--- src/logic/be_pkg.sv ---
// Back-end shared definitions

package be_pkg;

   // Instruction word layout from the top: op, rd, rs1, rs2, imm
   localparam int INSTR_W   = 20;
   localparam int OP_W      = 4;
   localparam int REG_IDX_W = 3;
   localparam int IMM_W     = 7;
   localparam int NUM_REGS  = 8;

   localparam int OP_LSB  = INSTR_W - OP_W;
   localparam int RD_LSB  = OP_LSB - REG_IDX_W;
   localparam int RS1_LSB = RD_LSB - REG_IDX_W;
   localparam int RS2_LSB = RS1_LSB - REG_IDX_W;
   localparam int IMM_LSB = 0;

   typedef enum logic [OP_W-1:0] {
      OP_ADD  = 4'd0,
      OP_SUB  = 4'd1,
      OP_AND  = 4'd2,
      OP_OR   = 4'd3,
      OP_XOR  = 4'd4,
      OP_ADDI = 4'd5,
      OP_LD   = 4'd6,
      OP_ST   = 4'd7
   } be_op_e;

   // Config space
   typedef enum logic [1:0] {
      CFG_FREEZE  = 2'd0,
      CFG_INSTRET = 2'd1,
      CFG_IRF     = 2'd2
   } be_cfg_addr_e;

endpackage : be_pkg

--- src/logic/be_cfg_regs.sv ---
// Back-end configuration registers
`timescale 1ns/10ps

module be_cfg_regs
 import be_pkg::*;
 #(parameter int DATA_W_P = 32)
  (input                          clk_i
   , input                        rst_n_i

   , input                        cfg_we_i
   , input  be_cfg_addr_e         cfg_addr_i
   , input        [REG_IDX_W-1:0] cfg_idx_i
   , input        [DATA_W_P-1:0]  cfg_wdata_i
   , output logic [DATA_W_P-1:0]  cfg_rdata_o

   , input                        commit_v_i
   , output logic                 freeze_o

   , output logic [REG_IDX_W-1:0] irf_raddr_o
   , input        [DATA_W_P-1:0]  irf_rdata_i
   );

   logic                freeze_q;
   logic [DATA_W_P-1:0] instret_q;

   always_ff @(posedge clk_i) begin
      if (!rst_n_i) begin
         freeze_q  <= 1'b0;
         instret_q <= '0;
      end else begin
         if (cfg_we_i && cfg_addr_i == CFG_FREEZE) begin
            freeze_q <= cfg_wdata_i[0];
         end
         if (commit_v_i) begin
            instret_q <= instret_q + 1'b1;
         end
      end
   end

   assign freeze_o    = freeze_q;
   assign irf_raddr_o = cfg_idx_i;

   // Read mux
   always_comb begin
      case (cfg_addr_i)
         CFG_FREEZE:  cfg_rdata_o = {{(DATA_W_P-1){1'b0}}, freeze_q};
         CFG_INSTRET: cfg_rdata_o = instret_q;
         CFG_IRF:     cfg_rdata_o = irf_rdata_i;
         default:     cfg_rdata_o = '0;
      endcase
   end

endmodule : be_cfg_regs

--- src/logic/be_checker.sv ---
// Back-end dispatch checker
`timescale 1ns/10ps

module be_checker
 import be_pkg::*;
 #(parameter int CREDITS_P = 4)
  (input                        clk_i
   , input                      rst_n_i

   , input        [INSTR_W-1:0] fe_queue_i
   , input                      fe_queue_v_i
   , output logic               fe_queue_yumi_o

   , input                      freeze_i
   , input                      credit_avail_i
   , input                      load_done_i

   , output logic               disp_v_o
   , output logic [INSTR_W-1:0] disp_instr_o
   , output logic               mem_issue_o
   );

   typedef enum logic {
      CHK_RUN,
      CHK_LOAD_WAIT
   } chk_state_e;

   chk_state_e   state_q, state_d;
   be_op_e       head_op;
   logic         head_is_mem;
   logic         head_is_ld;
   logic         no_load_block;
   logic         mem_ok;
   logic         disp_v_q;
   logic [INSTR_W-1:0] disp_instr_q;

   assign head_op     = be_op_e'(fe_queue_i[OP_LSB +: OP_W]);
   assign head_is_ld  = (head_op == OP_LD);
   assign head_is_mem = head_is_ld || (head_op == OP_ST);

   // Load writeback frees the pipe in the same cycle
   assign no_load_block = (state_q == CHK_RUN) || load_done_i;
   assign mem_ok        = !head_is_mem || credit_avail_i;

   assign fe_queue_yumi_o = fe_queue_v_i && !freeze_i && no_load_block && mem_ok;
   assign mem_issue_o     = fe_queue_yumi_o && head_is_mem;

   always_comb begin
      state_d = state_q;
      case (state_q)
         CHK_RUN: begin
            if (fe_queue_yumi_o && head_is_ld) begin
               state_d = CHK_LOAD_WAIT;
            end
         end
         CHK_LOAD_WAIT: begin
            if (load_done_i) begin
               state_d = (fe_queue_yumi_o && head_is_ld) ? CHK_LOAD_WAIT : CHK_RUN;
            end
         end
         default: state_d = CHK_RUN;
      endcase
   end

   always_ff @(posedge clk_i) begin
      if (!rst_n_i) begin
         state_q  <= CHK_RUN;
         disp_v_q <= 1'b0;
      end else begin
         state_q  <= state_d;
         disp_v_q <= fe_queue_yumi_o;
      end
   end

   // Dispatch register
   always_ff @(posedge clk_i) begin
      if (fe_queue_yumi_o) begin
         disp_instr_q <= fe_queue_i;
      end
   end

   assign disp_v_o     = disp_v_q;
   assign disp_instr_o = disp_instr_q;

endmodule : be_checker

--- src/logic/be_calculator.sv ---
// Back-end register file, ALU and commit stage
`timescale 1ns/10ps

module be_calculator
 import be_pkg::*;
 #(parameter int DATA_W_P = 32)
  (input                          clk_i
   , input                        rst_n_i

   , input                        disp_v_i
   , input        [INSTR_W-1:0]   disp_instr_i

   , output logic                 mem_cmd_v_o
   , output logic                 mem_cmd_we_o
   , output logic [DATA_W_P-1:0]  mem_cmd_addr_o
   , output logic [DATA_W_P-1:0]  mem_cmd_data_o

   , input                        load_resp_v_i
   , input        [DATA_W_P-1:0]  load_resp_data_i
   , output logic                 load_done_o

   , output logic                 commit_v_o
   , output logic [REG_IDX_W-1:0] commit_rd_o
   , output logic [DATA_W_P-1:0]  commit_data_o

   , input        [REG_IDX_W-1:0] irf_raddr_i
   , output logic [DATA_W_P-1:0]  irf_rdata_o
   );

   logic [DATA_W_P-1:0]  rf_q [NUM_REGS];
   be_op_e               op;
   logic [REG_IDX_W-1:0] rd, rs1, rs2;
   logic [IMM_W-1:0]     imm;
   logic [DATA_W_P-1:0]  imm_ext;
   logic [DATA_W_P-1:0]  rs1_val, rs2_val;
   logic [DATA_W_P-1:0]  eff_addr, alu_res;
   logic                 commit_v_q;
   logic [REG_IDX_W-1:0] commit_rd_q;
   logic [DATA_W_P-1:0]  commit_data_q;
   logic [REG_IDX_W-1:0] pend_rd_q;

   // Decode
   assign op      = be_op_e'(disp_instr_i[OP_LSB +: OP_W]);
   assign rd      = disp_instr_i[RD_LSB +: REG_IDX_W];
   assign rs1     = disp_instr_i[RS1_LSB +: REG_IDX_W];
   assign rs2     = disp_instr_i[RS2_LSB +: REG_IDX_W];
   assign imm     = disp_instr_i[IMM_LSB +: IMM_W];
   assign imm_ext = {{(DATA_W_P-IMM_W){imm[IMM_W-1]}}, imm};

   // Operand read, bypassing the value retiring this cycle
   always_comb begin
      rs1_val = rf_q[rs1];
      rs2_val = rf_q[rs2];
      if (commit_v_o && commit_rd_o != '0 && commit_rd_o == rs1) begin
         rs1_val = commit_data_o;
      end
      if (commit_v_o && commit_rd_o != '0 && commit_rd_o == rs2) begin
         rs2_val = commit_data_o;
      end
   end

   assign eff_addr = rs1_val + imm_ext;

   always_comb begin
      case (op)
         OP_ADD:  alu_res = rs1_val + rs2_val;
         OP_SUB:  alu_res = rs1_val - rs2_val;
         OP_AND:  alu_res = rs1_val & rs2_val;
         OP_OR:   alu_res = rs1_val | rs2_val;
         OP_XOR:  alu_res = rs1_val ^ rs2_val;
         OP_ADDI: alu_res = eff_addr;
         default: alu_res = eff_addr;
      endcase
   end

   assign mem_cmd_v_o    = disp_v_i && (op == OP_LD || op == OP_ST);
   assign mem_cmd_we_o   = (op == OP_ST);
   assign mem_cmd_addr_o = eff_addr;
   assign mem_cmd_data_o = rs2_val;

   // Commit stage for ALU ops and stores
   always_ff @(posedge clk_i) begin
      if (!rst_n_i) begin
         commit_v_q <= 1'b0;
      end else begin
         commit_v_q <= disp_v_i && (op != OP_LD);
      end
   end

   always_ff @(posedge clk_i) begin
      if (disp_v_i) begin
         commit_rd_q   <= (op == OP_ST) ? '0 : rd;
         commit_data_q <= (op == OP_ST) ? rs2_val : alu_res;
      end
      if (disp_v_i && op == OP_LD) begin
         pend_rd_q <= rd;
      end
   end

   // Loads retire on the response, nothing else can be in flight then
   assign load_done_o   = load_resp_v_i;
   assign commit_v_o    = commit_v_q || load_resp_v_i;
   assign commit_rd_o   = load_resp_v_i ? pend_rd_q : commit_rd_q;
   assign commit_data_o = load_resp_v_i ? load_resp_data_i : commit_data_q;

   always_ff @(posedge clk_i) begin
      if (!rst_n_i) begin
         rf_q <= '{default: '0};
      end else if (commit_v_o && commit_rd_o != '0) begin
         rf_q[commit_rd_o] <= commit_data_o;
      end
   end

   assign irf_rdata_o = rf_q[irf_raddr_i];

endmodule : be_calculator

--- src/logic/be_mem.sv ---
// Back-end memory request and response stage
`timescale 1ns/10ps

module be_mem
 #(parameter int DATA_W_P  = 32
   , parameter int CREDITS_P = 4
   )
  (input                         clk_i
   , input                       rst_n_i

   , input                       mem_issue_i
   , output logic                credit_avail_o

   , input                       mem_cmd_v_i
   , input                       mem_cmd_we_i
   , input        [DATA_W_P-1:0] mem_cmd_addr_i
   , input        [DATA_W_P-1:0] mem_cmd_data_i

   , output logic                mem_req_v_o
   , output logic                mem_req_we_o
   , output logic [DATA_W_P-1:0] mem_req_addr_o
   , output logic [DATA_W_P-1:0] mem_req_data_o
   , input                       mem_credit_i

   , input                       mem_resp_v_i
   , input        [DATA_W_P-1:0] mem_resp_data_i
   , output logic                load_resp_v_o
   , output logic [DATA_W_P-1:0] load_resp_data_o
   );

   localparam int CNT_W_LP = $clog2(CREDITS_P + 1);
   localparam logic [CNT_W_LP-1:0] CREDITS_LP = CNT_W_LP'(CREDITS_P);

   logic [CNT_W_LP-1:0] credit_cnt_q;
   logic                req_v_q;
   logic                resp_v_q;

   // Credits are spent at accept so the checker sees them gone next cycle
   always_ff @(posedge clk_i) begin
      if (!rst_n_i) begin
         credit_cnt_q <= CREDITS_LP;
      end else begin
         case ({mem_issue_i, mem_credit_i})
            2'b10: credit_cnt_q <= credit_cnt_q - 1'b1;
            2'b01: begin
               if (credit_cnt_q != CREDITS_LP) begin
                  credit_cnt_q <= credit_cnt_q + 1'b1;
               end
            end
            default: credit_cnt_q <= credit_cnt_q;
         endcase
      end
   end

   assign credit_avail_o = (credit_cnt_q != '0);

   always_ff @(posedge clk_i) begin
      if (!rst_n_i) begin
         req_v_q  <= 1'b0;
         resp_v_q <= 1'b0;
      end else begin
         req_v_q  <= mem_cmd_v_i;
         resp_v_q <= mem_resp_v_i;
      end
   end

   // Request and response payloads
   always_ff @(posedge clk_i) begin
      if (mem_cmd_v_i) begin
         mem_req_we_o   <= mem_cmd_we_i;
         mem_req_addr_o <= mem_cmd_addr_i;
         mem_req_data_o <= mem_cmd_data_i;
      end
      if (mem_resp_v_i) begin
         load_resp_data_o <= mem_resp_data_i;
      end
   end

   assign mem_req_v_o   = req_v_q;
   assign load_resp_v_o = resp_v_q;

endmodule : be_mem

--- src/logic/be_top.sv ---
// Toy core execution back end
`timescale 1ns/10ps

module be_top
 import be_pkg::*;
 #(parameter int DATA_W_P  = 32
   , parameter int CREDITS_P = 4
   )
  (input                          clk_i
   , input                        rst_n_i

   // Front-end queue
   , input        [INSTR_W-1:0]   fe_queue_i
   , input                        fe_queue_v_i
   , output logic                 fe_queue_yumi_o

   // External memory
   , output logic                 mem_req_v_o
   , output logic                 mem_req_we_o
   , output logic [DATA_W_P-1:0]  mem_req_addr_o
   , output logic [DATA_W_P-1:0]  mem_req_data_o
   , input                        mem_credit_i
   , input                        mem_resp_v_i
   , input        [DATA_W_P-1:0]  mem_resp_data_i

   , output logic                 commit_v_o
   , output logic [REG_IDX_W-1:0] commit_rd_o
   , output logic [DATA_W_P-1:0]  commit_data_o

   // Configuration
   , input                        cfg_we_i
   , input  be_cfg_addr_e         cfg_addr_i
   , input        [REG_IDX_W-1:0] cfg_idx_i
   , input        [DATA_W_P-1:0]  cfg_wdata_i
   , output logic [DATA_W_P-1:0]  cfg_rdata_o
   );

   logic                 disp_v;
   logic [INSTR_W-1:0]   disp_instr;
   logic                 mem_issue, credit_avail, load_done, freeze;
   logic                 mem_cmd_v, mem_cmd_we;
   logic [DATA_W_P-1:0]  mem_cmd_addr, mem_cmd_data;
   logic                 load_resp_v;
   logic [DATA_W_P-1:0]  load_resp_data;
   logic [REG_IDX_W-1:0] irf_raddr;
   logic [DATA_W_P-1:0]  irf_rdata;

   be_cfg_regs
    #(.DATA_W_P(DATA_W_P))
    i_be_cfg_regs
     (.clk_i(clk_i)
      ,.rst_n_i(rst_n_i)
      ,.cfg_we_i(cfg_we_i)
      ,.cfg_addr_i(cfg_addr_i)
      ,.cfg_idx_i(cfg_idx_i)
      ,.cfg_wdata_i(cfg_wdata_i)
      ,.cfg_rdata_o(cfg_rdata_o)
      ,.commit_v_i(commit_v_o)
      ,.freeze_o(freeze)
      ,.irf_raddr_o(irf_raddr)
      ,.irf_rdata_i(irf_rdata)
      );

   be_checker
    #(.CREDITS_P(CREDITS_P))
    i_be_checker
     (.clk_i(clk_i)
      ,.rst_n_i(rst_n_i)
      ,.fe_queue_i(fe_queue_i)
      ,.fe_queue_v_i(fe_queue_v_i)
      ,.fe_queue_yumi_o(fe_queue_yumi_o)
      ,.freeze_i(freeze)
      ,.credit_avail_i(credit_avail)
      ,.load_done_i(load_done)
      ,.disp_v_o(disp_v)
      ,.disp_instr_o(disp_instr)
      ,.mem_issue_o(mem_issue)
      );

   be_calculator
    #(.DATA_W_P(DATA_W_P))
    i_be_calculator
     (.clk_i(clk_i)
      ,.rst_n_i(rst_n_i)
      ,.disp_v_i(disp_v)
      ,.disp_instr_i(disp_instr)
      ,.mem_cmd_v_o(mem_cmd_v)
      ,.mem_cmd_we_o(mem_cmd_we)
      ,.mem_cmd_addr_o(mem_cmd_addr)
      ,.mem_cmd_data_o(mem_cmd_data)
      ,.load_resp_v_i(load_resp_v)
      ,.load_resp_data_i(load_resp_data)
      ,.load_done_o(load_done)
      ,.commit_v_o(commit_v_o)
      ,.commit_rd_o(commit_rd_o)
      ,.commit_data_o(commit_data_o)
      ,.irf_raddr_i(irf_raddr)
      ,.irf_rdata_o(irf_rdata)
      );

   be_mem
    #(.DATA_W_P(DATA_W_P)
      ,.CREDITS_P(CREDITS_P)
      )
    i_be_mem
     (.clk_i(clk_i)
      ,.rst_n_i(rst_n_i)
      ,.mem_issue_i(mem_issue)
      ,.credit_avail_o(credit_avail)
      ,.mem_cmd_v_i(mem_cmd_v)
      ,.mem_cmd_we_i(mem_cmd_we)
      ,.mem_cmd_addr_i(mem_cmd_addr)
      ,.mem_cmd_data_i(mem_cmd_data)
      ,.mem_req_v_o(mem_req_v_o)
      ,.mem_req_we_o(mem_req_we_o)
      ,.mem_req_addr_o(mem_req_addr_o)
      ,.mem_req_data_o(mem_req_data_o)
      ,.mem_credit_i(mem_credit_i)
      ,.mem_resp_v_i(mem_resp_v_i)
      ,.mem_resp_data_i(mem_resp_data_i)
      ,.load_resp_v_o(load_resp_v)
      ,.load_resp_data_o(load_resp_data)
      );

endmodule : be_top

--- config.mk ---
export PLATFORM = sky130hd
export DESIGN_NAME = be_top
export DESIGN_NICKNAME = d
export VERILOG_FILES = /design/src/logic/be_pkg.sv /design/src/logic/be_cfg_regs.sv /design/src/logic/be_checker.sv /design/src/logic/be_calculator.sv /design/src/logic/be_mem.sv /design/src/logic/be_top.sv
export SDC_FILE = /design/constraint.sdc
export NUM_CORES = 1
export LEC_CHECK = 0
export CORE_ASPECT_RATIO = 2
export CORE_MARGIN = 2
export CORE_UTILIZATION = 59
export CTS_CLUSTER_DIAMETER = 100
export DETAILED_ROUTE_END_ITERATION = 7
export DONT_BUFFER_PORTS = 1
export GPL_ROUTABILITY_DRIVEN = 0
export PLACE_DENSITY_LB_ADDON = 0.1
export SETUP_SLACK_MARGIN = 0.05
export SLEW_MARGIN = 40
export SYNTH_ARGS = -nofsm -noshare
export SYNTH_HDL_FRONTEND = slang
export SYNTH_SLANG_ARGS = --single-unit
--- constraint.sdc ---
create_clock -name clk_i -period 5.18 [get_ports clk_i]
set_clock_uncertainty 0.1 [all_clocks]
set_input_delay 0.518 -clock clk_i [delete_from_list [all_inputs] [get_ports clk_i]]
set_output_delay 0.518 -clock clk_i [all_outputs]
set_load 0.1 [all_outputs]
==> results of run 1 <==
timing repair:
item,CTS,global route
hold endpoints to repair,169,2
gates cloned,0,2
hold buffers,58,1
pin swaps,3,41
setup endpoints to repair,12,16
resized for setup,29,88
buffers inserted,2,31
state kept, by name, summed over array words and instances, names as in the netlist:
name / flops
i_be_calculator.commit_data_q: 32
i_be_calculator.commit_rd_q: 3
i_be_calculator.commit_v_q: 1
i_be_calculator.pend_rd_q: 3
i_be_calculator.rf_q: 256
i_be_cfg_regs.freeze_o: 1
i_be_cfg_regs.instret_q: 32
i_be_checker.disp_instr_o: 20
i_be_checker.disp_v_o: 1
i_be_checker.state_q: 1
i_be_mem.credit_cnt_q: 3
i_be_mem.load_resp_data_o: 32
i_be_mem.load_resp_v_o: 1
i_be_mem.mem_req_addr_o: 32
i_be_mem.mem_req_data_o: 32
i_be_mem.mem_req_v_o: 1
i_be_mem.mem_req_we_o: 1
stage by stage:
step	hold WS, ns	TNS, ns
final	0.0188	0
after global routing	0.00156	-0.730
after CTS	0.00320	0
after detailed placement	0.333	-1.41
after global placement	0.336	-0.483
after floorplan	0.318	-0.0495
cell usage in the layout, fill, tap and decap left out, types with 21 or more instances in the layout:
master	netlist	layout
a21o_1	43	43
a21oi_1	125	104
a221oi_1	25	21
and2_1	75	74
buf_4	3	331
clkbuf_16	0	47
dfxtp_1	297	294
dlygate4sd3_1	0	54
edfxtp_1	155	155
ha_1	134	131
inv_1	115	108
mux2i_1	124	115
mux4_2	198	198
nand2_1	356	353
nand3_1	24	21
nor2_1	119	109
nor3_1	34	31
o211a_1	225	225
o21ai_0	126	76
o21ai_4	0	25
xnor2_1	98	94
xor2_1	26	26
logic make-up (layout without fill, tap and decap cells):
kind of cell             after synthesis  after routing  share of synthesized area (%)
AND/OR/NAND/NOR                      696            696                           11.0
AO/OA/AOI/OAI                        681            681                           17.6
flip-flops                           452            452                           36.8
multiplexers                         338            338                           20.6
buffers and inverters                307            627                           4.22
adder cells (fa/ha/maj)              137            137                           6.02
XOR/XNOR                             124            124                           3.77
cell type report:
type                       count  area [um^2]
multi-input combinational   1976        18000
sequential                   452        10600
clock buffer                  58         1160
clock inverter                19          176
inverter                     116          454
tap                          638          798
timing repair buffer         434         3980
fill                        3399        13200
layer usage:
layer / global-route usage [%] / routed length, um / up-vias
met5: 0 / 29 / -
met4: 20.8 / 6140 / 4
met3: 5.86 / 7600 / 392
met2: 63.1 / 46900 / 1360
met1: 41.5 / 32500 / 12100
li1: - / - / 10800
report_power, final:
group          switching, mW  internal (mW)  total (mW)
combinational           1.58           1.16        2.74
clock                   1.43           1.69        3.12
sequential             0.146           3.82        3.97
worst max-delay path: cells and delay by family, from the launching register on:
family | cells | cell delay (ns)
AND/OR/NAND/NOR | 7 | 1.79
AO/OA/AOI/OAI | 9 | 1.41
buffers and inverters | 3 | 0.43
flip-flops | 1 | 0.43
adder cells (fa/ha/maj) | 1 | 0.29
multiplexers | 1 | 0.28
XOR/XNOR | 1 | 0.14
worst max path at each step:
stage | to | slack (ns) | cells past startpoint
2_1_floorplan | i_be_calculator.commit_data_q[30] | -0.05 | 22
3_3_place_gp | i_be_calculator.commit_data_q[30] | -0.21 | 21
3_5_place_dp | i_be_calculator.commit_data_q[30] | -0.31 | 21
4_1_cts | i_be_calculator.commit_data_q[30] | 0.06 | 24
5_1_grt | i_be_calculator.commit_data_q[25] | -0.12 | 24
6_report | i_be_calculator.commit_data_q[28] | 0.03 | 22
==> out/qor.yml, run 1 <==
avgViaCountPerCell: 6.68
critPathMaxFanout: 5
async_flop_share_pct: 0
synth_nets: 2967
synth_commonest_cells: "356 x nand2_1, 297 x dfxtp_1, 225 x o211a_1"
max_cap_viol_count: 0
placedInstanceArea_mm2: 0.0323
core_region_area_mm2: 0.0484
worstPathArrival_ns: 5.37
grt_pass1_wl_um: 142000
slowest_stage: "or4_4"
ys_seq_elements: 452
r2r_slack_ns: 0.03
finalNetCount: 3254
p_per_area_mw_per_mm2: 280
drt_first_iter_violations: 2195
yosys-top-cells-area: "dfxtp_1 21%, edfxtp_1 16%, mux4_2 15%"
drive_above_1_share_pct: 27.0
cp_cell_sequence: "o31ai_1 -> mux2_4 -> or4_4 -> buf_6 -> buf_12 -> nor4_4 -> a21o_1 -> nand3_1 -> o21ai_2 -> xnor2_2 -> ha_1 -> a211oi_2 -> nand2_1 -> or4_4 -> nor2_4 -> o31ai_4 -> a41oi_2 -> nor3_1 -> a41o_1 -> o21ai_2 -> buf_4 -> a21oi_1"
synth_cells: 2735
setup_slack_ns: 0.0337
firstDrtPassIters: 6
diodes: 0
hold_path_class: "in2reg"
syn_area_mm2: 0.0288
p_leak_nw: 16.5
timing.rr.end: "i_be_calculator.commit_data_q[28]"
critical_path_class: "reg2reg"
clk_pin_slew_ns: 0.06
clock_sinks: 452
grt_util_all_layers_pct: 35.9
rsz0062_at_grt: "true"
slowest_delay_ns: 0.57
final_cells: 3693
clk_path_buf_depth: 3
antenna_found_initial: 2
finalCriticalPeriod_ns: 5.15
cts_tree: "yes"
yosysWarnings: 0
hold_viol_final: 0
grt_pass1_vias: 25300
die-area_mm2: 0.0508
finalMaxSlewViolations: 0
worst_slew_pin_slew_ns: 0.912
place_ws_ns: -0.313
synth.distinct_cells: 74
syn2layout_area_growth_pct: 21.9
post-route-period-util_pct: 99.3
dp_hpwl_um: 63500
die_height_um: 317
synth_edf_count: 155
wl_per_cell_um: 25.2
die_x_um: 160
crit_required_ns: 5.40
design_area_mm2: 0.0351
cts_buffers: 42
clk_latency_ns: 0.58
p_total_mw: 9.83
initial_core_util_pct: 59.6
final_core_util_pct: 72.7
worstSetupStartpoint: "i_be_calculator.commit_rd_q[1]"
worstHoldStart: "rst_n_i"
grt.overflow.total: 0
wirelength_um: 93200
root_buffer: "clkbuf_16"
io_buffers: 0
timing.fmax_ghz: 0.194
htree_levels: 2
end_kind: "flop"
setup_violations: 0
ir_drop_mv: 0.273
min_to: "i_be_cfg_regs.instret_q[1]"
synth-main-ff-cell: "dfxtp_1"
whs_path_depth: 1
grt_start_max_net_pins: 106
relSlewSlack_pct: 39.4
vias: 24700
rows: 114
synth_most_common_cell: "nand2_1"
ant_nets: 0
yosysTopAreaCell: "dfxtp_1"
reg2reg_depth: 22
dp_cells: 3518
synth.top_cell.area_share_pct: 20.6
startpoint_type: "flop"
num_io_pins: 230
remaining_drc_errors: 0
yosysSeqAreaShare_pct: 36.8
r2r-start: "i_be_calculator.commit_rd_q[1]"
status: "finished, final reports clean"
syn_area_per_cell_um2: 10.5
Note: power is estimated with default switching activity, not from simulation.
==> inputs of run 2 (changes only) <==
--- a/config.mk
+++ b/config.mk
@@ -5,14 +5,13 @@
 export SDC_FILE = /design/constraint.sdc
 export NUM_CORES = 1
 export LEC_CHECK = 0
-export CORE_ASPECT_RATIO = 2
 export CORE_MARGIN = 2
 export CORE_UTILIZATION = 59
 export CTS_CLUSTER_DIAMETER = 100
 export DETAILED_ROUTE_END_ITERATION = 7
 export DONT_BUFFER_PORTS = 1
 export GPL_ROUTABILITY_DRIVEN = 0
-export PLACE_DENSITY_LB_ADDON = 0.1
+export PLACE_DENSITY = 0.78
 export SETUP_SLACK_MARGIN = 0.05
 export SLEW_MARGIN = 40
 export SYNTH_ARGS = -nofsm -noshare
==> run 2 against run 1 <==
Against the previous run:
- the flow now finishes with violations (negative setup slack)
- core utilization increased by 0.11 points
- first-iteration DRC count increased by 63%
- cell area increased by 0.55%
- clock-buffer cell count increased by 7
- cell count decreased by 1.4%
- total power increased by 10%
- via count increased by 3.2%
- non-clock buffer count decreased by 53
- sequential cell count unchanged
- routed wire length increased by 2.5%
- clock power increased by 33%
- worst hold slack improved by 0.063 ns
- critical endpoint is now i_be_calculator.commit_data_q[30]
- largest power group is now clock
==> out/qor.yml, run 2 (synthesis results as in run 1) <==
drt_first_iter_violations: 3568
p_per_area_mw_per_mm2: 306
clk_pin_slew_ns: 0.07
setup_slack_ns: -0.109
crit_family: "compound AO/OA/AOI/OAI gates"
timing.fmax_ghz: 0.189
filler_cell_count: 3034
cts_buffers: 49
grt_pass1_wl_um: 141000
slowest_stage: "a21oi_1"
grt.overflow.total: 0
startpoint_type: "flop"
cts_tree: "yes"
initial_core_util_pct: 59.4
die-area_mm2: 0.0506
worstPathArrival_ns: 5.55
grt_pass1_vias: 24500
worst_slew_pin_slew_ns: 0.906
syn2layout_area_growth_pct: 22.6
place_ws_ns: -0.129
layout_commonest_cell: "nand2_1"
end_kind: "flop"
whs_path_depth: 3
num_io_pins: 230
max_cap_viol_count: 0
wl_per_cell_um: 26.2
critPathMaxFanout: 26
firstDrtPassIters: 6
clock_sinks: 452
r2r-start: "i_be_calculator.commit_rd_q[1]"
r2r_slack_ns: -0.11
wirelength_um: 95600
violations: "negative setup slack"
critical_path_class: "reg2reg"
hold_viol_final: 0
slowest_delay_ns: 0.54
dp_hpwl_um: 61100
clk_latency_ns: 0.64
io_buffers: 0
remaining_drc_errors: 0
die_height_um: 225
crit_required_ns: 5.44
finalNetCount: 3208
rsz0062_at_grt: "true"
hold_path_class: "in2reg"
path_buf_inv: 4
finalCriticalPeriod_ns: 5.29
antenna_found_initial: 4
rows: 81
worstHoldStart: "mem_credit_i"
final_core_util_pct: 72.8
regMostFlops: "i_be_calculator.rf_q"
ir_drop_mv: 0.221
core_region_area_mm2: 0.0485
grt_util_all_layers_pct: 36.0
drive_above_1_share_pct: 25.9
reg2reg_depth: 21
setup_violations: 1
relSlewSlack_pct: 38.9
vias: 25500
avgViaCountPerCell: 7.00
cp_cell_sequence: "o31ai_1 -> mux2_4 -> buf_4 -> nor4_4 -> buf_6 -> buf_16 -> nor2_1 -> a21oi_1 -> inv_1 -> a31oi_4 -> xnor2_2 -> ha_1 -> o21a_1 -> o211ai_1 -> nand2_1 -> a21o_1 -> a21oi_2 -> a41oi_2 -> xor2_1 -> a221oi_2 -> nor2_2"
timing.rr.end: "i_be_calculator.commit_data_q[30]"
placedInstanceArea_mm2: 0.0318
finalMaxSlewViolations: 0
die_x_um: 225
clk_path_buf_depth: 3
design_area_mm2: 0.0353
min_to: "i_be_mem.credit_cnt_q[2]"
htree_levels: 2
largest_reg_flops: 256
post-route-period-util_pct: 102
final_cell_mix: "354 x nand2_1, 294 x dfxtp_1, 280 x buf_4"
ant_nets: 0
grt_start_max_net_pins: 248
status: "finished with violations"
p_leak_nw: 16.6
root_buffer: "clkbuf_16"
run 2: cell types whose count changed in the layout (fill, tap and decap cells not counted), moves of 4 or more:
cell | before | now
o21ai_0 | 76 | 70
o21ai_1 | 14 | 24
bufinv_16 | 2 | 13
a21oi_1 | 104 | 110
o21ai_4 | 25 | 18
clkbuf_16 | 47 | 61
clkinv_2 | 9 | 5
buf_4 | 331 | 280
a21oi_2 | 19 | 14
clkbuf_1 | 11 | 6
buf_12 | 14 | 10
run 2: through the flow:
step / TNS [ns] / total power, mW / hold WS (ns) / instances
after floorplan: -0.0495 / 5.64 / 0.318 / 2735
after global placement: -0.102 / 6.30 / 0.329 / 3451
after detailed placement: -0.406 / 6.39 / 0.344 / 3460
after CTS: 0 / 10.6 / 0.0324 / 3613
after global routing: -0.991 / 11.1 / 0.0910 / 3640
final: -0.109 / 10.8 / 0.0814 / 3642
run 2: worst max path at each step:
stage	startpoint	to	slack [ns]	cells after the start
after global routing	i_be_mem.load_resp_v_o	i_be_calculator.commit_data_q[30]	-0.39	21
final	i_be_calculator.commit_rd_q[1]	i_be_calculator.commit_data_q[30]	-0.11	21
after floorplan	i_be_mem.load_resp_v_o	i_be_calculator.commit_data_q[30]	-0.05	22
after CTS	i_be_checker.disp_instr_o[8]	i_be_calculator.commit_data_q[30]	0.07	20
after global placement	i_be_mem.load_resp_v_o	i_be_calculator.commit_data_q[31]	-0.09	22
after detailed placement	i_be_mem.load_resp_v_o	i_be_calculator.commit_data_q[31]	-0.13	22
run 2: cell type report:
type | instances | area [um^2] | share of cell area (%)
Antenna cell | 3 | 7.51 | 0.0212
Timing Repair Buffer | 381 | 3660 | 10.4
Clock buffer | 65 | 1410 | 3.99
Multi-Input combinational cell | 1976 | 17900 | 50.7
Tap cell | 622 | 778 | 2.20
Clock inverter | 27 | 503 | 1.42
Inverter | 116 | 454 | 1.29
Sequential cell | 452 | 10600 | 30.0
run 2: what timing repair did:
item / in CTS / in global routing
gates cloned: 0 / 4
hold buffers: 58 / 0
gates resized for setup: 23 / 99
setup buffers: 3 / 13
endpoints found under the setup margin: 13 / 20
pin swaps: 4 / 24
endpoints found under the hold margin: 331 / 0
run 2: worst reg2reg max path, stage by stage (launching register included):
cell      delay, ns
edfxtp_1       0.44
o31ai_1        0.12
mux2_4         0.29
buf_4          0.16
nor4_4         0.27
buf_6          0.20
buf_16         0.20
nor2_1         0.08
a21oi_1        0.54
inv_1          0.27
a31oi_4        0.30
xnor2_2        0.15
ha_1           0.27
o21a_1         0.21
o211ai_1       0.23
nand2_1        0.12
a21o_1         0.23
a21oi_2        0.15
a41oi_2        0.06
xor2_1         0.21
a221oi_2       0.33
nor2_2         0.10
run 2: power by group:
part           internal [mW]  leakage (nW)  switching, mW
clock                   2.57         0.930           1.58
sequential              3.82          3.90          0.149
combinational           1.10          11.7           1.60
run 2: layer usage:
layer	GRT usage, %	up-vias	part of all wire [%]
li1	-	10700	-
met1	47.3	12400	36
met2	56.5	1951	45
met3	8.85	389	14
met4	15.8	2	4.8
met5	0	-	0.014
